===== src/verilog/llc_ctrl.sv =====
// LLC request phase sequencer

`timescale 1ns/1ps

module llc_ctrl (
    input  logic clk,
    input  logic rst,
    input  logic req_valid_i,
    output logic req_pop_o,
    input  logic mem_rsp_valid_i,
    output logic mem_rsp_pop_o,
    input  logic hit_i,
    input  logic evict_dirty_i,
    input  logic mem_req_ready_i,
    input  logic rsp_ready_i,
    output logic rd_set_en_o,
    output logic lookup_en_o,
    output logic evict_en_o,
    output logic fill_req_en_o,
    output logic update_en_o,
    output logic respond_en_o
);

    typedef enum logic [2:0] {
        DECODE    = 3'd0,
        READ_SET  = 3'd1,
        LOOKUP    = 3'd2,
        EVICT     = 3'd3,
        FILL_REQ  = 3'd4,
        FILL_WAIT = 3'd5,
        UPDATE    = 3'd6,
        RESPOND   = 3'd7
    } phase_t;

    phase_t phase_q;
    phase_t phase_d;

    always_ff @(posedge clk or negedge rst) begin
        if (!rst) begin
            phase_q <= DECODE;
        end else begin
            phase_q <= phase_d;
        end
    end

    always_comb begin
        phase_d = phase_q;
        case (phase_q)
            DECODE: begin
                if (req_valid_i) begin
                    phase_d = READ_SET;
                end
            end
            READ_SET: begin
                phase_d = LOOKUP;
            end
            LOOKUP: begin
                if (hit_i) begin
                    phase_d = UPDATE;
                end else if (evict_dirty_i) begin
                    phase_d = EVICT;
                end else begin
                    phase_d = FILL_REQ;
                end
            end
            EVICT: begin
                // Write-back goes out before the fill request
                if (mem_req_ready_i) begin
                    phase_d = FILL_REQ;
                end
            end
            FILL_REQ: begin
                if (mem_req_ready_i) begin
                    phase_d = FILL_WAIT;
                end
            end
            FILL_WAIT: begin
                if (mem_rsp_valid_i) begin
                    phase_d = UPDATE;
                end
            end
            UPDATE: begin
                phase_d = RESPOND;
            end
            RESPOND: begin
                if (rsp_ready_i) begin
                    phase_d = DECODE;
                end
            end
            default: begin
                phase_d = DECODE;
            end
        endcase
    end

    // Channel consumption
    assign req_pop_o     = (phase_q == DECODE) && req_valid_i;
    assign mem_rsp_pop_o = (phase_q == FILL_WAIT) && mem_rsp_valid_i;

    assign rd_set_en_o   = (phase_q == READ_SET);
    assign lookup_en_o   = (phase_q == LOOKUP);
    assign evict_en_o    = (phase_q == EVICT);
    assign fill_req_en_o = (phase_q == FILL_REQ);
    assign update_en_o   = (phase_q == UPDATE);
    assign respond_en_o  = (phase_q == RESPOND);

endmodule


===== config.mk =====
export PLATFORM = sky130hd
export DESIGN_NAME = llc_ctrl
export DESIGN_NICKNAME = d
export VERILOG_FILES = /design/src/verilog/llc_ctrl.sv
export SDC_FILE = /design/constraint.sdc
export NUM_CORES = 1
export LEC_CHECK = 0
export ABC_AREA = 0
export CORE_AREA = 2 2 39 41
export DETAILED_ROUTE_END_ITERATION = 10
export DIE_AREA = 0 0 41 43
export DONT_BUFFER_PORTS = 1
export GPL_TIMING_DRIVEN = 0
export SLEW_MARGIN = 20
export SYNTH_ARGS = -nofsm -noshare
export SYNTH_HDL_FRONTEND = slang
export SYNTH_SLANG_ARGS = --single-unit
export TNS_END_PERCENT = 20

===== constraint.sdc =====
create_clock -name clk -period 1.6 [get_ports clk]
set_clock_uncertainty 0.2 [all_clocks]
set_input_delay 0.16 -clock clk [delete_from_list [all_inputs] [get_ports clk]]
set_output_delay 0.16 -clock clk [all_outputs]
set_load 0.02 [all_outputs]

After elaboration in Yosys (flattened, before gate mapping). Cells that the tools add are included.

Flip-flop bits (word level): 3. Bits in latches: 0. Memory bits (writable): 0. Bits in read-only memories: 0. Input port bits: 8. Output and inout bits: 8. Word-level logic and storage cells: 25. Memories kept: 0.

$add $sub $neg: 0. Multipliers: 0. Divide/modulo/power cells: 0. Magnitude comparators: 0. Eq/ne operators: 12. Shift operators: 0. Mux-type cells: 8. Bitwise gates (word level): 0. Reduce and logical (&&, ||, !) cells: 4.

Operators with widths (count): 3-bit one-hot mux with 8 select lines (1); 3-bit 2-to-1 mux (7); 3-bit equality test, second input constant (4); 2-bit != test, second input constant (5); 3-bit by 2-bit equality test with 1-bit output, second input constant (2); 5-bit AND reduction (1); 3-bit by 1-bit equality test with 1-bit output, second input constant (1); 3-bit zero test (1); 1-bit logical AND (2).

Depth between registers and ports, before layout.
Depth in word-level cells: 3. Gate-level depth with buffers: 5. Mapped depth without buffers: 4.

Worst setup path after synthesis. Ideal clock, no wire load.

Kind: register to output. Start: reg phase_q[1]. End: out req_pop_o. Data arrival time: 1426 ps. Data required time: 1240 ps. Slack: -186 ps. Cell stages (with the launch flop): 4. Path buffers: 2. Cells stage by stage: dfrtp_1 buf_4 buf_2 nor4b_1.

Cells in the longest elaborated chain, start to end: 2.

RTL lines: start, declared (RTL line 35) `phase_t phase_q;`; start signal, assigned (RTL line 42) `phase_q <= phase_d;`; 3-bit zero test (RTL line 97) `assign req_pop_o = (phase_q == DECODE) && req_valid_i;`; 1-bit logical AND (RTL line 97); end, declared (RTL line 9) `output logic req_pop_o,`.

No other way between the ends.

Worst setup path after layout.
Start: reg phase_q[2]. End: out req_pop_o.

The elaborated chain is that of the path after synthesis.

==> run_results.csv <==
group,metric,value,unit
hold_path,hold_path_class,"in2reg",
timing,fin_crit_sh,1.02,
die,core_area,1380,µm²
grt,grt_max_degree,11,
layout,fin_cells,66,
timing,min_period,1.62,ns
layout,diodes,0,
placement,placed_cell_area,317,µm²
drt,first_iter_violations,4,
logic_synthesis,synth_compound_area_frac,0.272,
logic_synthesis,syn_area,290,µm²
worst_setup_path,cp.required,1.24,ns
timing,setup_violations,2,
drt,wl,866,µm
grt,antenna_found_initial,0,
pwr,sw_frac_of_total,0.501,
clock_network,h-tree-depth,1,
clock_network,cts-root-buf,"clkbuf_4",
logic_synthesis,synth-seq-cells,3,
drt,wl_per_cell,13.1,µm
worst_setup_path,startpoint_type,"flip-flop",
layout,top_regs,"phase_q (3)",
layout,largest_register_ffs,3,
die,rows,14,
drt,ant_nets,0,
die,pin_count,16,
layout,final_cell_mix,"a21oi_1 (5), dlygate4sd3_1 (5), nor3_2 (3), nand3_1 (3), clkbuf_4 (3)",
logic_synthesis,seq_area_frac_synth,0.259,
die,start_util,0.210,
grt,grtUsageTotal,0.121,
worst_setup_path,cp_max_fo,10,
timing,max-slew-margin-rel,0.717,
clock_network,cts-buffers-inserted,3,
layout,fin_area,465,µm²
pwr,leakagePower,0.187,nW
logic_synthesis,synth_nets,48,
pwr,p_comb_frac,0.705,
timing,finalSetupTns,-0.0346,ns
outcome,status,"finished, violations left",
die,die-area,1760,µm²
die,die_y,43,µm
logic_synthesis,avgSynthCellArea,7.26,µm²
logic_synthesis,synthTopCellsByArea,"dfrtp_1 (26%), a21oi_1 (8.6%), nor3_1 (8.6%), nand3_1 (5.2%), a311oi_2 (5.2%)",
pwr,power_switching,0.000479,W
logic_synthesis,synth_warnings,0,
timing,finalHoldViolCount,0,
placement,dpl.hpwl,577,µm
layout,final_core_util,0.336,
placement,place_congestion,0.789,
pwr,ir_drop,597,µV
die,die_x,41,µm
layout,drive_above_1_share,0.400,
clock_network,cts.clk_slew.worst_paths,0.04,ns
timing,maxSlewViolCount,0,
layout,syn_to_final_growth,60.3,%
pwr,seqPwrFrac,0.154,
clock_network,insertion_delay,0.23,ns
timing,rsz0062_at_grt,"yes",
outcome,violations,"negative setup slack",
run,max_cap_viol_count,0,
logic_synthesis,syn-instance-count,40,
timing,worst_pin_slew,0.423,ns
clock_network,clk_path_buf_depth,2,
placement,portBuffers,0,
drt,dr_total_vias,336,
drt,dr.pass1.iters,4,
worst_setup_path,arrival,1.26,ns
pwr,p_int,0.000477,W
layout,layout.nets,59,
grt,grt_pass1_wl,1.39,mm
grt,grt_overflow,0,
pwr,p_clk_frac,0.141,
clock_network,cts_tree,"yes",
clock_network,cts.sinks,3,
logic_synthesis,synth_xor_area_frac,0,
layout,fill_cells,154,
worst_setup_path,crit_type,"reg2out",
logic_synthesis,yosysUniqueCellTypes,22,
drt,drc_errors,0,
drt,viasPerCell,5.09,
worst_setup_path,end_kind,"output pin",
logic_synthesis,muxShareOfSynthArea,0,
timing,fin_ws,-0.0241,ns
timing,hold_slack,0.0143,ns
logic_synthesis,synthAdderAreaFrac,0,
grt,grt_pass1_vias,312,
pwr,p_per_area,2050,nW/µm²
logic_synthesis,synth_area_leader_cell,"dfrtp_1",
layout,top_register,"phase_q",
logic_synthesis,synth_top_area_share,0.259,
logic_synthesis,synth_top_family_by_area,"simple AND/OR/NAND/NOR gates",
placement,placed_cells,56,
logic_synthesis,synth_simple_gate_area_frac,0.349,
timing,max_freq,0.616,GHz
cells in the mapped netlist:
| cell type | count |
|---|---|
| a311oi_2 | 1 |
| a31oi_1 | 1 |
| a311oi_1 | 1 |
| nand2b_1 | 1 |
| nand3_1 | 3 |
| nand2_1 | 1 |
| nor2b_2 | 1 |
| dfrtp_1 | 3 |
| and3_1 | 2 |
| nor2_1 | 2 |
| clkbuf_1 | 1 |
| or3_1 | 1 |
| buf_2 | 1 |
| nor3b_1 | 1 |
| buf_4 | 2 |
| a21o_1 | 1 |
| a21oi_1 | 5 |
| nor4b_1 | 1 |
| o22ai_1 | 1 |
| o21ai_0 | 2 |
| inv_1 | 3 |
| nor3_1 | 5 |
critical path, stage by stage, from the launching register on:
cell and delay, ns:
dfrtp_2 0.43, clkbuf_8 0.18, nor4b_4 0.42
final timing paths:
path	from	end	slack (ns)	cells past startpoint
worst min-delay path	mem_req_ready_i	phase_q[0]	0.01	3
worst max register to register	phase_q[1]	phase_q[0]	0.08	5
worst min register to register	phase_q[0]	phase_q[2]	0.46	2
max in group asynchronous	rst	phase_q[2]	0.53	2
min in group asynchronous	rst	phase_q[0]	0.51	2
worst max-delay path	phase_q[2]	req_pop_o	-0.02	2
kinds of logic (layout without fill, tap and decap cells):
logic type             after synthesis  count (layout)
and+or+nand+nor                     18              18
AOI/OAI and AO/OA                   12              12
DFF                                  3               3
buffers and inverters                7              17
stage by stage:
step / total power [W] / setup slack [ns]
2_1_floorplan: 0.000572 / 0.0543
3_3_place_gp: 0.000641 / 0.00141
3_5_place_dp: 0.000645 / 0.00409
4_1_cts: 0.000950 / -0.0218
5_1_grt: 0.00104 / -0.0633
6_report: 0.000956 / -0.0241
power by group through the flow:
stage	registers, W	clock network, W	logic (W)
2_1_floorplan	0.000135	0	0.000437
3_3_place_gp	0.000143	0	0.000498
3_5_place_dp	0.000144	0	0.000501
4_1_cts	0.000144	0.000143	0.000663
5_1_grt	0.000149	0.000154	0.000732
6_report	0.000147	0.000135	0.000674
what timing repair did:
action | in CTS | in global routing
hold buffers | 5 | 0
setup endpoints to repair | 7 | 7
gates resized for setup | 17 | 1
pin swaps | 1 | 1
hold endpoints to repair | 5 | 0
setup buffers | 1 | 0
layer usage:
layer	track usage	up-vias	wire length [µm]
li1	-	164	-
met1	0.142	163	358
met2	0.178	9	446
met3	0.0838	0	61
met4	0.0200	0	0
met5	0	-	0
layout make-up:
cell class / count / area (µm²) / share of cell area
Clock buffer: 4 / 26.3 / 0.0565
Tap cell: 16 / 20.0 / 0.0430
Buffer: 4 / 47.5 / 0.102
Inverter: 3 / 11.3 / 0.0242
Multi-Input combinational cell: 30 / 226 / 0.487
Timing Repair Buffer: 6 / 57.6 / 0.124
Sequential cell: 3 / 76.3 / 0.164
(Power assumes the default switching activity.)
