### config.mk
export PLATFORM = sky130hd
export DESIGN_NAME = llc_lookup_way
export DESIGN_NICKNAME = d
export VERILOG_FILES = /design/src/verilog/llc_pkg.sv /design/src/verilog/llc_lookup_way.sv
export SDC_FILE = /design/constraint.sdc
export NUM_CORES = 1
export LEC_CHECK = 0
export CAP_MARGIN = 0
export CORE_ASPECT_RATIO = 1.1
export CORE_MARGIN = 5
export CORE_UTILIZATION = 35
export DETAILED_ROUTE_END_ITERATION = 6
export DONT_BUFFER_PORTS = 1
export GPL_TIMING_DRIVEN = 0
export HOLD_SLACK_MARGIN = 0.08
export PLACE_DENSITY = 0.6
export SETUP_SLACK_MARGIN = 0.02
export SYNTH_ARGS = -nofsm -noshare
export SYNTH_HDL_FRONTEND = slang
export SYNTH_SLANG_ARGS = --single-unit
### constraint.sdc
create_clock -name clk -period 2.44 [get_ports clk]
set_input_delay 0.61 -clock clk [delete_from_list [all_inputs] [get_ports clk]]
set_output_delay 0.61 -clock clk [all_outputs]
set_load 0.01 [all_outputs]
### src/verilog/llc_pkg.sv
// LLC shared sizes and types
// Address split, payloads and line state

package llc_pkg;

    // Cache geometry
    localparam int LLC_WAYS   = 4;
    localparam int LLC_SETS   = 16;
    localparam int LINE_WORDS = 4;
    localparam int WORD_BITS  = 32;
    localparam int LINE_BITS  = LINE_WORDS * WORD_BITS;

    // Line address split, set in the low bits
    localparam int ADDR_BITS = 16;
    localparam int SET_BITS  = 4;
    localparam int TAG_BITS  = 12;
    localparam int WAY_BITS  = 2;

    typedef logic [ADDR_BITS-1:0] line_addr_t;
    typedef logic [SET_BITS-1:0]  llc_set_t;
    typedef logic [TAG_BITS-1:0]  llc_tag_t;
    typedef logic [WAY_BITS-1:0]  llc_way_t;
    typedef logic [LINE_BITS-1:0] line_t;

    typedef enum logic {
        INVALID = 1'b0,
        VALID   = 1'b1
    } llc_state_t;

    typedef enum logic {
        REQ_READ  = 1'b0,
        REQ_WRITE = 1'b1
    } llc_op_t;

    typedef enum logic {
        MEM_READ  = 1'b0,
        MEM_WRITE = 1'b1
    } mem_op_t;

    // Requester to cache
    typedef struct packed {
        llc_op_t    op;
        line_addr_t addr;
        line_t      line;
    } llc_req_t;

    // Memory to cache, one fill line
    typedef struct packed {
        line_t line;
    } llc_mem_rsp_t;

    // Cache to requester, line is zero for a write
    typedef struct packed {
        llc_op_t op;
        line_t   line;
    } llc_rsp_t;

endpackage

### src/verilog/llc_lookup_way.sv
// LLC hit way and victim selection

`timescale 1ns/1ps

module llc_lookup_way (
    input  logic                clk,
    input  logic                rst,
    input  logic                en_i,
    input  llc_pkg::llc_tag_t   tag_i,
    input  llc_pkg::llc_tag_t   rd_tag_i   [llc_pkg::LLC_WAYS],
    input  llc_pkg::llc_state_t rd_state_i [llc_pkg::LLC_WAYS],
    input  logic                rd_dirty_i [llc_pkg::LLC_WAYS],
    input  llc_pkg::llc_way_t   rd_evict_way_i,
    output logic                hit_o,
    output llc_pkg::llc_way_t   way_o,
    output logic                evict_dirty_o,
    output llc_pkg::llc_tag_t   evict_tag_o
);

    logic              hit_c;
    llc_pkg::llc_way_t hit_way_c;
    llc_pkg::llc_way_t victim_c;
    logic              hit_q;
    logic              evict_dirty_q;
    llc_pkg::llc_way_t way_q;
    llc_pkg::llc_tag_t evict_tag_q;

    // Downward scan leaves the lowest invalid way as victim
    always_comb begin
        hit_c     = 1'b0;
        hit_way_c = '0;
        victim_c  = rd_evict_way_i;
        for (int w = llc_pkg::LLC_WAYS - 1; w >= 0; w--) begin
            if (rd_state_i[w] == llc_pkg::VALID && rd_tag_i[w] == tag_i) begin
                hit_c     = 1'b1;
                hit_way_c = llc_pkg::llc_way_t'(w);
            end
            if (rd_state_i[w] == llc_pkg::INVALID) begin
                victim_c = llc_pkg::llc_way_t'(w);
            end
        end
    end

    always_ff @(posedge clk or negedge rst) begin
        if (!rst) begin
            hit_q         <= 1'b0;
            evict_dirty_q <= 1'b0;
            way_q         <= '0;
        end else if (en_i) begin
            hit_q         <= hit_c;
            evict_dirty_q <= !hit_c && rd_dirty_i[victim_c];
            way_q         <= hit_c ? hit_way_c : victim_c;
        end
    end

    always_ff @(posedge clk) begin
        if (en_i) begin
            evict_tag_q <= rd_tag_i[victim_c];
        end
    end

    // Forwarded during en so the sequencer branches out of LOOKUP
    assign hit_o         = en_i ? hit_c : hit_q;
    assign evict_dirty_o = en_i ? (!hit_c && rd_dirty_i[victim_c]) : evict_dirty_q;
    assign way_o         = en_i ? (hit_c ? hit_way_c : victim_c) : way_q;
    assign evict_tag_o   = en_i ? rd_tag_i[victim_c] : evict_tag_q;

endmodule

; ---- Word level (Yosys, flattened, before mapping)
; Cells that the tools add are included.
[totals]
register_bits = 16
latchBits = 0
ramBits = 0
rom_bits = 0
output_inout_bits = 16
elab_cells = 39
n_memories = 0
[op_classes]
addsub = 0
n_mul = 0
n_div = 0
order_cmp = 1
n_eq_ne = 4
shift = 0
mux = 23
bitwise_logic = 1
reduce_logical = 6
[ops]
columns = operator, count
row1 = $eq A12 B12 Y1, 4
row2 = $mux W12, 3
row3 = $bmux W12 S2, 1
row4 = $mux W2, 10
row5 = $mux W1, 8
row6 = $logic_and A1 B1 Y1, 5
row7 = $ge A3 B3 Y1 const B, 1
row8 = $not A2 Y3, 1
row9 = $bmux W1 S2, 1
row10 = $logic_not A1 Y1, 1

; ---- Longest topological paths before layout
[logic_depth]
word_depth = 10
ltp_mapped = 6
ltp_nobuf = 5

; ---- Worst setup path before layout
; Ideal clock, no wire load.
[synth_timing]
path_type = input-to-output
start = input port rd_state_i[0] (netlist name)
end = output port evict_tag_o[10]
t_arrival_ps = 1980
t_required_ps = 1830
slack_ps = -150
stages = 6
n_path_buf = 1
path_cell_list = inv_1 o21ai_2 a21boi_2 buf_6 mux4_2 mux2_4
[synth_between]
elab_chain_len = 9
[synth_lines]
columns = item, line
row1 = from (decl), llc_lookup_way.sv:11  ; input llc_pkg::llc_state_t rd_state_i [llc_pkg::LLC_WAYS],
row2 = $mux W2 (4 in series), llc_lookup_way.sv:38  ; if (rd_state_i[w] == llc_pkg::INVALID) begin
row3 = $not A2 Y3 (not written as such), llc_lookup_way.sv:66  ; assign evict_tag_o = en_i ? rd_tag_i[victim_c] : evict_tag_q;
row4 = $bmux W12 S2, llc_lookup_way.sv:66
row5 = $mux W12 (not written as such) (2 in series), llc_lookup_way.sv:66
row6 = $mux W12, --
row7 = to (decl), llc_lookup_way.sv:17  ; output llc_pkg::llc_tag_t evict_tag_o
; Every way passes these cells. The select of a mux whose other input is x is not followed.

; ---- Final worst setup path
[layout_timing]
start = input port rd_state_i[0] (netlist name)
end = output port evict_tag_o[4]
; The elaborated chain is that of the path after synthesis.

==> impl_results.md <==
* Crit share post-route at 1.06
* Met3 wire length at 475 um
* Post-place setup slack at -0.276 ns
* Post-DR wirelength/cell at 23.7 um
* Vias post-DR at 1230
* CTS buffer count at 3
* Area share of the largest cell type after synthesis at 0.266
* Post-Layout Cell Count at 216
* GRT Total Usage at 0.175
* Synth cell count leaders: 48 x xnor2_1, 13 x buf_2, 12 x dfxtp_1
* Starting density of the core at 0.364
* CTS root buffer: clkbuf_8
* Clock-pin slew on the worst setup and hold paths at 0.07 ns
* Pwr Density at 420 nW/um^2
* Status: finished, violations left
* Final setup margin at -0.139 ns
* Share of layout cells above drive strength 1 at 0.574
* Dpl cells at 199
* Fmax at 388 MHz
* Largest area contributor in the netlist: xnor2_1
* DIE AREA at 5960 sq um
* Die H at 80.5 um
* RSZ-0062 raised after global routing: yes
* Worst Setup Start Kind: input port
* Mean Syn Cell Area at 10.9 sq um
* GRT overflow at 0
* Hold Crit Class: register to register
* Detailed Place HPWL at 3820 um
* Clock skew at 0 ns
* Final Hold Fails at 0
* DRT iter0 DRCs at 32
* CTS tree: done
* Final Max Tran Viols at 0
* Netlist cell types at 28
* Worst Tran Pin Value at 0.352 ns
* Largest stage delay, worst path at 0.50 ns
* Wire length on met1 at 1820 um
* # IOs at 89
* H-Tree Depth at 1
* Mapped Cells at 145
* Final setup vio count at 15
* Slowest cell on the critical path: mux4_2
* CTS max path bufs at 2
* First-pass DRT Iterations at 4
* Worst Path Required at 1.83 ns
* Vias in the first global route at 1407
* Max_cap viols at 0
* Post-synthesis sequential area ratio at 0.215
* Yosys warning count at 0
* Ordered cell list for the critical path: clkinv_16 > o21ai_4 > a21boi_4 > buf_6 > buf_12 > mux4_2 > mux2_4
* Final nets at 236
* Seq cells post-synth at 16
* Number of fill cells in the layout at 370
* Top-count cell post-synth: xnor2_1
* Worst-path maximum fanout at 5
* Worst-skew pair later-pin latency at 0.25 ns
* Wire length after detailed routing at 5130 um
* Max Used Layer: met4
* RePlAce Congestion at 0.811
* Min cycle time layout at 2.58 ns
* Initial antenna violation count at 0
* Antenna-violating nets left at 0
* Crit end category: output port
* Met2 wire length at 2730 um
* N_diodes at 0
* Async SR Flop Fraction at 0.250
* Leak at 0.904 nW
* Peak VDD IR at 0.246 mV
* Drc violations at 0
* Tot Pwr at 0.979 mW
* Slew Limit Headroom at 0.763
* Post-DR vias/cell at 5.69
* Pin count of the biggest net entering global routing at 11
* CP Data Arrival Time at 1.97 ns
* Post-Syn Area at 1580 sq um
* Num Clock Sinks at 16
* Top post-synthesis cells by area: xnor2_1 27%, dfxtp_1 15%, mux4_2 11%
* Global-route wire length before repair at 7720 um
* Failing checks: negative setup slack
* Port bufs at 0
* EDFF count, synth at 0
* Net Count, Synth at 218
* Top_reg_cell synth: dfxtp_1
* Crit Path Category: input port to output port
* Row cnt at 25
* Post-route setup TNS at -1.59 ns
* Total core area at 4350 sq um
* Area Overhead vs Synth at 47.3%
* Die extent in x at 74.1 um
## per-stage QoR
| stage | instance area [sq um] | utilization | hold WS [ns] |
|---|---|---|---|
| 3_3_place_gp | 1790 | 0.412 | 0.315 |
| 5_1_grt | 2330 | 0.536 | 0.523 |
| 2_1_floorplan | 1720 | - | 0.314 |
| 4_1_cts | 2170 | 0.498 | 0.508 |
| 6_report | 2330 | 0.536 | 0.505 |
| 3_5_place_dp | 1790 | 0.412 | 0.315 |
## registers in the layout (all words and copies together) (netlist names)
signal,count
evict_tag_q,12
way_q,2
evict_dirty_q,1
hit_q,1
## report_power, final
group | total, mW | switching (mW) | internal (mW)
Clock | 0.247 | 0.104 | 0.143
Sequential | 0.312 | 0.0111 | 0.300
Combinational | 0.420 | 0.167 | 0.253
## worst max-delay path: cells and delay by family
kind                   cells  cell delay, ns
multiplexers               2            0.80
buffers and inverters      3            0.29
AO/OA/AOI/OAI              2            0.28
## final cells by class
cell class	instances	area [sq um]	share of cell area
sequential	16	340	0.146
inverter	3	45.0	0.0193
timing repair buffer	13	175	0.0752
tap	54	67.6	0.0290
multi-input combinational	109	1440	0.619
clock buffer	4	55.1	0.0236
buffer	17	205	0.0881
## cell families (layout without fill, tap and decap cells)
family          Yosys count  count (layout)  share of synthesized area
buf+inv                  20              37                     0.0720
compound gates            7               7                     0.0372
simple gates             25              25                     0.0918
flops                    16              16                      0.215
mux                      29              29                      0.318
xor+xnor                 48              48                      0.266
## final timing paths
check / from / slack (ns) / end / cells past startpoint
min in group asynchronous: rst / 0.62 / way_q[0]$_DFF_PN0_ / 1
worst max register to register: hit_q$_DFF_PN0_ / 1.65 / hit_q$_DFF_PN0_ / 1
worst min register to register: evict_tag_q[10]$_DFF_P_ / 0.50 / evict_tag_q[10]$_DFF_P_ / 1
worst min-delay path: evict_tag_q[10]$_DFF_P_ / 0.50 / evict_tag_q[10]$_DFF_P_ / 1
max in group asynchronous: rst / 1.64 / evict_dirty_q$_DFF_PN0_ / 1
worst max-delay path: rd_state_i[0] / -0.14 / evict_tag_o[4] / 7
## per-layer routing
layer | track usage | vias up
li1 | - | 549
met1 | 0.191 | 611
met2 | 0.317 | 60
met3 | 0.0676 | 10
met4 | 0.0326 | 0
met5 | 0 | -
## placed cells by master, fill, tap and decap left out, types with 2 or more instances in the layout
cell type and count:
xnor2_1 28, buf_6 16, xnor2_2 14, mux2_4 14, mux4_2 12, dfxtp_1 12
nand4_1 8, xnor2_4 6, nand2_1 5, buf_12 4, clkbuf_8 4, dfrtp_1 4
nand3_1 3, mux2i_1 3, buf_4 3, nor4_4 2, buf_2 2, buf_16 2
## timing repair
item,in CTS,in global routing
setup buffers,8,3
endpoints found under the hold margin,4,0
hold buffers,1,0
endpoints found under the setup margin,16,16
gates cloned,2,0
resized for setup,39,26
pin swaps,6,13
Power figures use the tool's default switching activity.
