[src/verilog/llc_pkg.sv]
// LLC shared sizes and types
// Address split, payloads and line state

package llc_pkg;

    // Cache geometry
    localparam int LLC_WAYS   = 4;
    localparam int LLC_SETS   = 16;
    localparam int LINE_WORDS = 4;
    localparam int WORD_BITS  = 32;
    localparam int LINE_BITS  = LINE_WORDS * WORD_BITS;

    // Line address split, set in the low bits
    localparam int ADDR_BITS = 16;
    localparam int SET_BITS  = 4;
    localparam int TAG_BITS  = 12;
    localparam int WAY_BITS  = 2;

    typedef logic [ADDR_BITS-1:0] line_addr_t;
    typedef logic [SET_BITS-1:0]  llc_set_t;
    typedef logic [TAG_BITS-1:0]  llc_tag_t;
    typedef logic [WAY_BITS-1:0]  llc_way_t;
    typedef logic [LINE_BITS-1:0] line_t;

    typedef enum logic {
        INVALID = 1'b0,
        VALID   = 1'b1
    } llc_state_t;

    typedef enum logic {
        REQ_READ  = 1'b0,
        REQ_WRITE = 1'b1
    } llc_op_t;

    typedef enum logic {
        MEM_READ  = 1'b0,
        MEM_WRITE = 1'b1
    } mem_op_t;

    // Requester to cache
    typedef struct packed {
        llc_op_t    op;
        line_addr_t addr;
        line_t      line;
    } llc_req_t;

    // Memory to cache, one fill line
    typedef struct packed {
        line_t line;
    } llc_mem_rsp_t;

    // Cache to requester, line is zero for a write
    typedef struct packed {
        llc_op_t op;
        line_t   line;
    } llc_rsp_t;

endpackage

[src/verilog/llc_process.sv]
// LLC request processing
// Memory requests, array write data and response

`timescale 1ns/1ps

module llc_process (
    input  logic                clk,
    input  logic                rst,
    input  llc_pkg::llc_req_t   req_i,
    input  llc_pkg::llc_mem_rsp_t mem_rsp_i,
    input  llc_pkg::llc_way_t   way_i,
    input  logic                hit_i,
    input  llc_pkg::llc_tag_t   evict_tag_i,
    input  llc_pkg::line_t      rd_line_i [llc_pkg::LLC_WAYS],
    input  logic                evict_en_i,
    input  logic                fill_req_en_i,
    input  logic                update_en_i,
    input  logic                respond_en_i,
    output logic                mem_req_valid_o,
    output llc_pkg::mem_op_t    mem_req_op_o,
    output llc_pkg::line_addr_t mem_req_addr_o,
    output llc_pkg::line_t      mem_req_line_o,
    output logic                rsp_valid_o,
    output llc_pkg::llc_rsp_t   rsp_o,
    output logic                wr_en_o,
    output llc_pkg::llc_tag_t   wr_tag_o,
    output llc_pkg::llc_state_t wr_state_o,
    output logic                wr_dirty_o,
    output llc_pkg::line_t      wr_line_o,
    output logic                incr_evict_o
);

    llc_pkg::line_t    line_q;
    llc_pkg::llc_rsp_t rsp_q;
    llc_pkg::llc_set_t set;
    llc_pkg::llc_tag_t tag;
    logic              is_write;

    assign set      = req_i.addr[llc_pkg::SET_BITS-1:0];
    assign tag      = req_i.addr[llc_pkg::ADDR_BITS-1:llc_pkg::SET_BITS];
    assign is_write = (req_i.op == llc_pkg::REQ_WRITE);

    // Line of the selected way
    always_ff @(posedge clk) begin
        line_q <= rd_line_i[way_i];
    end

    // Victim write-back, then fill of the requested line
    assign mem_req_valid_o = evict_en_i || fill_req_en_i;
    assign mem_req_op_o    = evict_en_i ? llc_pkg::MEM_WRITE : llc_pkg::MEM_READ;
    assign mem_req_addr_o  = evict_en_i ? {evict_tag_i, set} : req_i.addr;
    assign mem_req_line_o  = evict_en_i ? line_q : '0;

    // Read hit leaves the entry as it is
    assign wr_en_o      = update_en_i && (is_write || !hit_i);
    assign wr_tag_o     = tag;
    assign wr_state_o   = llc_pkg::VALID;
    assign wr_dirty_o   = is_write;
    assign wr_line_o    = is_write ? req_i.line : mem_rsp_i.line;
    assign incr_evict_o = update_en_i && !hit_i;

    always_ff @(posedge clk or negedge rst) begin
        if (!rst) begin
            rsp_q <= '0;
        end else if (update_en_i) begin
            rsp_q.op <= req_i.op;
            if (is_write) begin
                rsp_q.line <= '0;
            end else if (hit_i) begin
                rsp_q.line <= line_q;
            end else begin
                rsp_q.line <= mem_rsp_i.line;
            end
        end
    end

    assign rsp_valid_o = respond_en_i;
    assign rsp_o       = rsp_q;

endmodule

[config.mk]
export PLATFORM = sky130hd
export DESIGN_NAME = llc_process
export DESIGN_NICKNAME = d
export VERILOG_FILES = /design/src/verilog/llc_pkg.sv /design/src/verilog/llc_process.sv
export SDC_FILE = /design/constraint.sdc
export NUM_CORES = 1
export LEC_CHECK = 0
export ABC_AREA = 1
export ABC_CLOCK_PERIOD_IN_PS = 800
export BUFFER_PORTS_ARGS = -buffer_cell sky130_fd_sc_hd__buf_4
export CAP_MARGIN = 20
export CORE_AREA = 2 2 474 476
export DETAILED_ROUTE_END_ITERATION = 8
export DIE_AREA = 0 0 476 478
export SKIP_CTS_REPAIR_TIMING = 1
export SYNTH_ARGS = -nofsm -noshare
export SYNTH_HDL_FRONTEND = slang
export SYNTH_SLANG_ARGS = --single-unit
[constraint.sdc]
create_clock -name clk -period 0.8 [get_ports clk]
set_input_delay 0.08 -clock clk [delete_from_list [all_inputs] [get_ports clk]]
set_output_delay 0.08 -clock clk [all_outputs]
set_load 0.1 [all_outputs]
Yosys cells after proc, flatten, opt, wreduce, memory -nomap -nowiden:

Index checks and enable logic that the tools add are counted.

* flip-flop bits (word level): 257
* latch bits: 0
* RAM bits: 0
* memory bits (read-only): 0
* input bits: 806
* output and inout bits: 420
* logic and storage cells: 19
* memories: 0

* add/subtract/negate cells: 0
* $mul: 0
* div/mod/pow operators: 0
* order comparisons: 1
* equal/unequal tests: 0
* shift operators: 0
* mux-type cells: 9
* bitwise logic cells: 1
* reduce and logical (&&, ||, !) cells: 5

Operators with widths (count)
* $mux 128: 6
* $bmux 128 s2: 1
* $mux 16: 1
* $ge 3x3->1 const B: 1
* $not 2->3: 1
* $logic_and 1x1->1: 2
* $logic_or 1x1->1: 2
* $logic_not 1->1: 1
* $mux 1: 1

Depth between registers and ports, before layout:

Gate-level depths: netlist (run 1).

* word-level depth: 4
* depth in mapped cells: 7
* gate-level depth less buffers: 4

Worst setup path before layout (run 1):

OpenSTA, ideal clock, no wires.

* path kind: input -> output
* start point: in req_i[144] (netlist name)
* end point: out wr_line_o[126]
* data arrival time: 2.614 ns
* required time: 0.720 ns
* path slack: -1.894 ns
* cell stages on the path: 4
* buffers on the path: 3
* cells stage by stage: buf_6 buf_4 buf_6 o21ai_0

* word-level cells in the longest chain between the ends: 1

Ends and longest elaborated chain
* start, declared: line llc_process.sv:9 `input llc_pkg::llc_req_t req_i,`
* $mux 128: line llc_process.sv:59 `assign wr_line_o = is_write ? req_i.line : mem_rsp_i.line;`
* end, declared: line llc_process.sv:29 `output llc_pkg::line_t wr_line_o,`

Every way passes these cells.

Final worst setup path (run 1):

* start point: reg line_q[71]
* end point: out mem_req_line_o[71]

* word-level cells in the longest chain between the ends: 1

Ends and longest elaborated chain
* start, declared: line llc_process.sv:33 `llc_pkg::line_t line_q;`
* start signal, assigned: line llc_process.sv:45 `line_q <= rd_line_i[way_i];`
* $mux 128: line llc_process.sv:52 `assign mem_req_line_o = evict_en_i ? line_q : '0;`
* end, declared: line llc_process.sv:22 `output llc_pkg::line_t mem_req_line_o,`

Every way passes these cells.

==> out/metrics.cfg, run 1 <==
[global_route]
antenna_found_initial = 206
grt_overflow_total = 0
grt_use_met1_pct = 22.0
grt_pass1_wl_um = 269000
met3_usage_pct = 9.27
use_met2_pct = 29.0
grt_max_degree = 51
track_usage_pct = 18.5
grt.busiest_layer = met2
grt_pass1_vias = 25500

[setup_path]
end_kind = output port
start_kind = flip-flop
criticalPathCategory = flip-flop to output port
critical_path.max_fanout = 2
arrival_ns = 1.46
r2r_slack_ns = -0.31
worstPathRequired_ns = 0.72

[synthesis]
yosysWarnings = 0
ys_seq_area_share_pct = 31.1
synth.distinct_cells = 18
syn_area_per_cell_um2 = 5.59
yosysTopAreaCellShare_pct = 29.2
syn-num-nets = 4134
yosys-top-cells-area = nand2_1, inv_1, dfrtp_1
syn_area_um2 = 18600
syn_inst = 3328
yosysTopAreaCell = nand2_1
ys_seq_elements = 257

[sta]
clock_skew_ns = 0.0294
fin_crit_sh_pct = 192
hold_viol = 1
setup_viol = 533
fmax_ghz = 0.651
max_slew_margin_pct = 58.7
rsz0062_at_grt = yes
worst_pin_slew_ns = 0.617
final-max-slew-violation-count = 0
hold_ws_ns = -0.00100
finalCriticalPeriod_ns = 1.54
setup_ws_ns = -0.735
finalSetupTns_ns = -246.82

[floorplan]
dieWidth_um = 476
die_height_um = 478
start_util_pct = 8.33
core_um2 = 223000
pin_count = 1226
die-area_um2 = 228000
rows = 174

[placement]
routabilityCongestion = 0.944
hpwlAfterDp_um = 198000
dpl_worst_slack_ns = -0.933
io_buffers = 1214
place_area_um2 = 40200

[final_layout]
seq_area_um2 = 6610
area_growth_pct = 173
fill_cells = 24500
final_cell_mix = nand2_1, buf_4, inv_1, dlygate4sd3_1, buf_12
drive_gt1_share_pct = 43.3
multi_input_area_um2 = 10400
design_area_um2 = 50700
nets = 6214
layout_commonest_cell = nand2_1

[power]
power_uw = 77900
powerDensity_nw_per_um2 = 1540
p_leak_uw = 0.0255
irDropWorstVdd_uv = 1290

[detailed_routing]
via_per_inst = 3.57
vias = 30400
route.detailed.drc = 0
drtIter0Drc = 2515
wirelength_um = 231000
wl_per_cell_um = 27.1
ant_nets = 0
dr.pass1.iters = 6

[clock_network]
ctsLongestPathBuffers = 3
clockRootBuffer = clkbuf_16
clk_pin_slew_ns = 0.06
h-tree-depth = 2
cts_buffers = 41
cts.sinks = 257
cts_tree = yes
clock_latency_ns = 0.65

[run]
cap_violations = 0

[run_status]
outcome = finished, violations left
violations = negative hold slack, negative setup slack

[worst_hold_path]
min_path_type = primary input to flip-flop

==> path summary, 6_finish.rpt <==
| kind | from | endpoint | cells after the start |
|---|---|---|---|
| min in group asynchronous | rst | rsp_o[92] | 3 |
| hold / removal | way_i[0] | line_q[5] | 5 |
| max in group asynchronous | rst | rsp_o[117] | 3 |
| setup reg to reg | line_q[6] | rsp_o[6] | 5 |
| setup / recovery | line_q[71] | mem_req_line_o[71] | 4 |
| hold reg to reg | rsp_o[122] | rsp_o[122] | 2 |
==> registers in the layout, summed over array words and instances (netlist names) <==
signal,count
rsp_o,129
line_q,128
==> cells in the mapped netlist (all sizes together) <==
master and number:
clkbuf 48, or2 1, conb 1, nand2 1444, o21ai 128, buf 158, inv 901, dfrtp 129
nand3 384, nor2 6, dfxtp 128
==> report_power, final <==
part | internal (uW) | total (uW) | switching [uW]
clock network | 12200 | 20900 | 8670
logic | 15300 | 40500 | 25100
registers | 14700 | 16600 | 1840
total | 42300 | 77900 | 35600
==> cell type report <==
| type | count | area share (%) |
|---|---|---|
| clock buffers | 52 | 2.27 |
| multi-input cells | 1964 | 20.4 |
| inverters | 901 | 7.67 |
| well taps | 2992 | 7.38 |
| clock inverters | 24 | 0.607 |
| flip-flops and latches | 257 | 13.0 |
| diodes | 79 | 0.390 |
| repair buffers | 2243 | 48.3 |
==> critical path: stages (launching register included) <==
cell and delay, ns:
dfxtp_2 0.34, buf_12 0.13, nand2_4 0.07, clkinvlp_4 0.09
buf_12 0.17
==> per-stage QoR <==
step                utilization, %  cells
floorplan                        -   3328
global placement              18.0   7689
detailed placement            18.0   7689
CTS                           18.7   7765
global route                  22.7   8468
finish                        22.7   8512
==> logic make-up after synthesis <==
| group | synth area share (%) |
|---|---|
| AND/OR/NAND/NOR | 40.8 |
| flip-flops | 31.1 |
| AO/OA/AOI/OAI | 3.45 |
| other | 0.0202 |
| buffers and inverters | 24.6 |
==> metal layers <==
layer,up-vias,share of wire (%)
met5,-,0.36
met2,1943,44
met4,118,3.1
met1,14100,40
met3,489,12
li1,13700,-
No activity file was read; power rests on OpenSTA's default activity.
==> run 2: changes to the inputs <==
--- a/config.mk
+++ b/config.mk
@@ -12,6 +12,7 @@
 export CORE_AREA = 2 2 474 476
 export DETAILED_ROUTE_END_ITERATION = 8
 export DIE_AREA = 0 0 476 478
+export PLACE_DENSITY = 0.38
 export SKIP_CTS_REPAIR_TIMING = 1
 export SYNTH_ARGS = -nofsm -noshare
 export SYNTH_HDL_FRONTEND = slang
==> run 2 against run 1 <==
Effect of this change: utilization increased by 1.6 points; critical path depth unchanged; die area unchanged; design area increased by 7.0%; sequential share of layout area decreased by 0.94 points; routed wire length decreased by 13%; hold slack got worse by 0.015 ns; count of clock-buffer cells in the layout increased by 13; the run still ends with negative hold slack, negative setup slack left; largest cell class unchanged; fmax increased by 0.47%; non-clock buffer count increased by 74.
==> out/metrics.cfg, run 2 (same netlist as run 1, synthesis figures left out) <==
[clock_network]
clock_latency_ns = 0.67  ; was 0.65 ns
cts_tree = yes  ; unchanged
clk_pin_slew_ns = 0.06  ; about the same
cts_buffers = 43  ; was 41
h-tree-depth = 2  ; unchanged
clockRootBuffer = clkbuf_16  ; unchanged
cts.sinks = 257  ; unchanged
ctsLongestPathBuffers = 3  ; unchanged

[setup_path]
start_kind = flip-flop  ; unchanged
critPathBufInv = 3  ; unchanged
reg2reg_from = line_q[72]  ; was line_q[6]
critical-path-slowest-cell = dfxtp_2  ; unchanged
end_kind = output port  ; unchanged
criticalPathCategory = flip-flop to output port  ; unchanged
arrival_ns = 1.45  ; was 1.46 ns
crit_family = buffers and inverters  ; unchanged
critical_path.max_fanout = 2  ; unchanged
critPathMaxStageDelay_ns = 0.34  ; about the same
worstPathRequired_ns = 0.72  ; about the same
rr_endpoint = rsp_o[72]  ; was rsp_o[6]
r2r_slack_ns = -0.14  ; was -0.31 ns
rr_worst_depth = 6  ; was 5
cp_cell_sequence = buf_6 -> nand2_4 -> clkinvlp_4 -> buf_12  ; was buf_12 -> nand2_4 -> clkinvlp_4 -> buf_12

[global_route]
antenna_found_initial = 147  ; was 206
grt_pass1_vias = 26500  ; was 25500
track_usage_pct = 15.6  ; was 18.5%
grt_max_degree = 50  ; was 51
grt_pass1_wl_um = 239000  ; was 269000 um
grt_overflow_total = 0  ; unchanged

[final_layout]
multi_input_area_um2 = 11800  ; was 10400 um2
drive_gt1_share_pct = 49.6  ; was 43.3%
seq_area_um2 = 6560  ; was 6610 um2
final_cell_mix = nand2_1, buf_4, inv_1, dlygate4sd3_1, buf_12  ; unchanged
nets = 6290  ; was 6214
layout_commonest_cell = nand2_1  ; unchanged
largest_reg_flops = 129  ; unchanged
fill_cells = 24300  ; was 24500
area_growth_pct = 192  ; was 173%
design_area_um2 = 54300  ; was 50700 um2

[run_status]
violations = negative hold slack, negative setup slack  ; unchanged
outcome = finished, violations left  ; unchanged

[power]
powerDensity_nw_per_um2 = 1450  ; was 1540 nW/um2
p_leak_uw = 0.0267  ; was 0.0255 uW
irDropWorstVdd_uv = 1650  ; was 1290 uV

[detailed_routing]
vias = 29700  ; was 30400
dr.pass1.iters = 7  ; was 6
ant_nets = 0  ; unchanged
route.detailed.drc = 0  ; unchanged
drtIter0Drc = 1426  ; was 2515
wirelength_um = 202000  ; was 231000 um
via_per_inst = 3.47  ; was 3.57
wl_per_cell_um = 23.5  ; was 27.1 um

[sta]
hold_viol = 6  ; was 1
setup_viol = 584  ; was 533
rsz0062_at_grt = yes  ; unchanged
clock_skew_ns = 0.0485  ; was 0.0294 ns
max_slew_margin_pct = 54.6  ; was 58.7%
final-max-slew-violation-count = 0  ; unchanged
fin_crit_sh_pct = 191  ; was 192%
finalCriticalPeriod_ns = 1.53  ; was 1.54 ns
hold_ws_ns = -0.0163  ; was -0.00100 ns
fmax_ghz = 0.654  ; was 0.651 GHz
worst_pin_slew_ns = 0.679  ; was 0.617 ns
setup_ws_ns = -0.728  ; was -0.735 ns

[placement]
routabilityCongestion = 0.879  ; was 0.944
io_buffers = 1214  ; unchanged
hpwlAfterDp_um = 165000  ; was 198000 um
place_area_um2 = 39000  ; was 40200 um2

[floorplan]
core_um2 = 223000  ; unchanged
die_height_um = 478  ; unchanged
start_util_pct = 8.33  ; unchanged
pin_count = 1226  ; unchanged
rows = 174  ; unchanged
die-area_um2 = 228000  ; unchanged
dieWidth_um = 476  ; unchanged

[run]
cap_violations = 0  ; unchanged

[worst_hold_path]
min_path_type = primary input to asynchronous set/reset pin  ; was primary input to flip-flop

run 2: cell count changes in the layout (fill, tap and decap cells not counted), moves of 46 or more:
cell     change
nand2_4     +49
nand2_1    -150
buf_4      -144
inv_2       +58
buf_12      +70
o21ai_0     -46
inv_1       -81
buf_6      +106
nand2_2     +94
run 2: worst reg2reg max path, stage by stage (launching register included):
cell,delay [ns]
dfxtp_2,0.34
buf_6,0.12
inv_2,0.05
nand2_2,0.04
buf_6,0.13
nand3_2,0.07
nand2_1,0.04
run 2: cell type report:
class | count | share of cell area, %
antenna | 57 | 0.263
sequential | 257 | 12.1
clock buffer | 65 | 2.32
tap | 2992 | 6.90
multi-input combinational | 1964 | 21.7
inverter | 901 | 7.30
timing repair buffer | 2317 | 49.2
clock inverter | 15 | 0.297
run 2: worst max-delay path by stage:
stage,startpoint,to,slack (ns),cells past startpoint
after floorplan,req_i[144],wr_line_o[107],-1.78,3
after global placement,req_i[144],wr_line_o[64],-0.79,5
after detailed placement,req_i[144],wr_line_o[64],-0.76,5
after CTS,line_q[3],mem_req_line_o[3],-1.00,4
after global routing,line_q[73],mem_req_line_o[73],-0.81,4
final,line_q[72],mem_req_line_o[72],-0.73,4
run 2: per-stage QoR:
| step | setup TNS [ns] | util (%) | worst slack (ns) | total power, uW | cells |
|---|---|---|---|---|---|
| after global placement | -186.20 | 17.5 | -0.792 | 49700 | 7696 |
| after floorplan | -148.99 | - | -1.78 | 35600 | 3328 |
| final | -267.73 | 24.3 | -0.728 | 78800 | 8568 |
| after global routing | -292.43 | 24.3 | -0.811 | 82000 | 8541 |
| after CTS | -266.24 | 18.1 | -1.00 | 70800 | 7776 |
| after detailed placement | -187.55 | 17.5 | -0.763 | 49800 | 7696 |
run 2: layer usage:
metal	wire length [um]	GRT usage, %	vias to the layer above
li1	-	-	13900
met2	94000	26.0	1280
met5	404	0	-
met1	84100	18.8	14200
met3	17400	6.26	336
met4	5830	3.38	62
run 2: power breakdown:
part           leakage (uW)  total (uW)  internal (uW)  switching [uW]
logic                0.0235       42300          17100           25200
clock network      0.000684       20100          11500            8570
registers           0.00258       16400          14700            1620
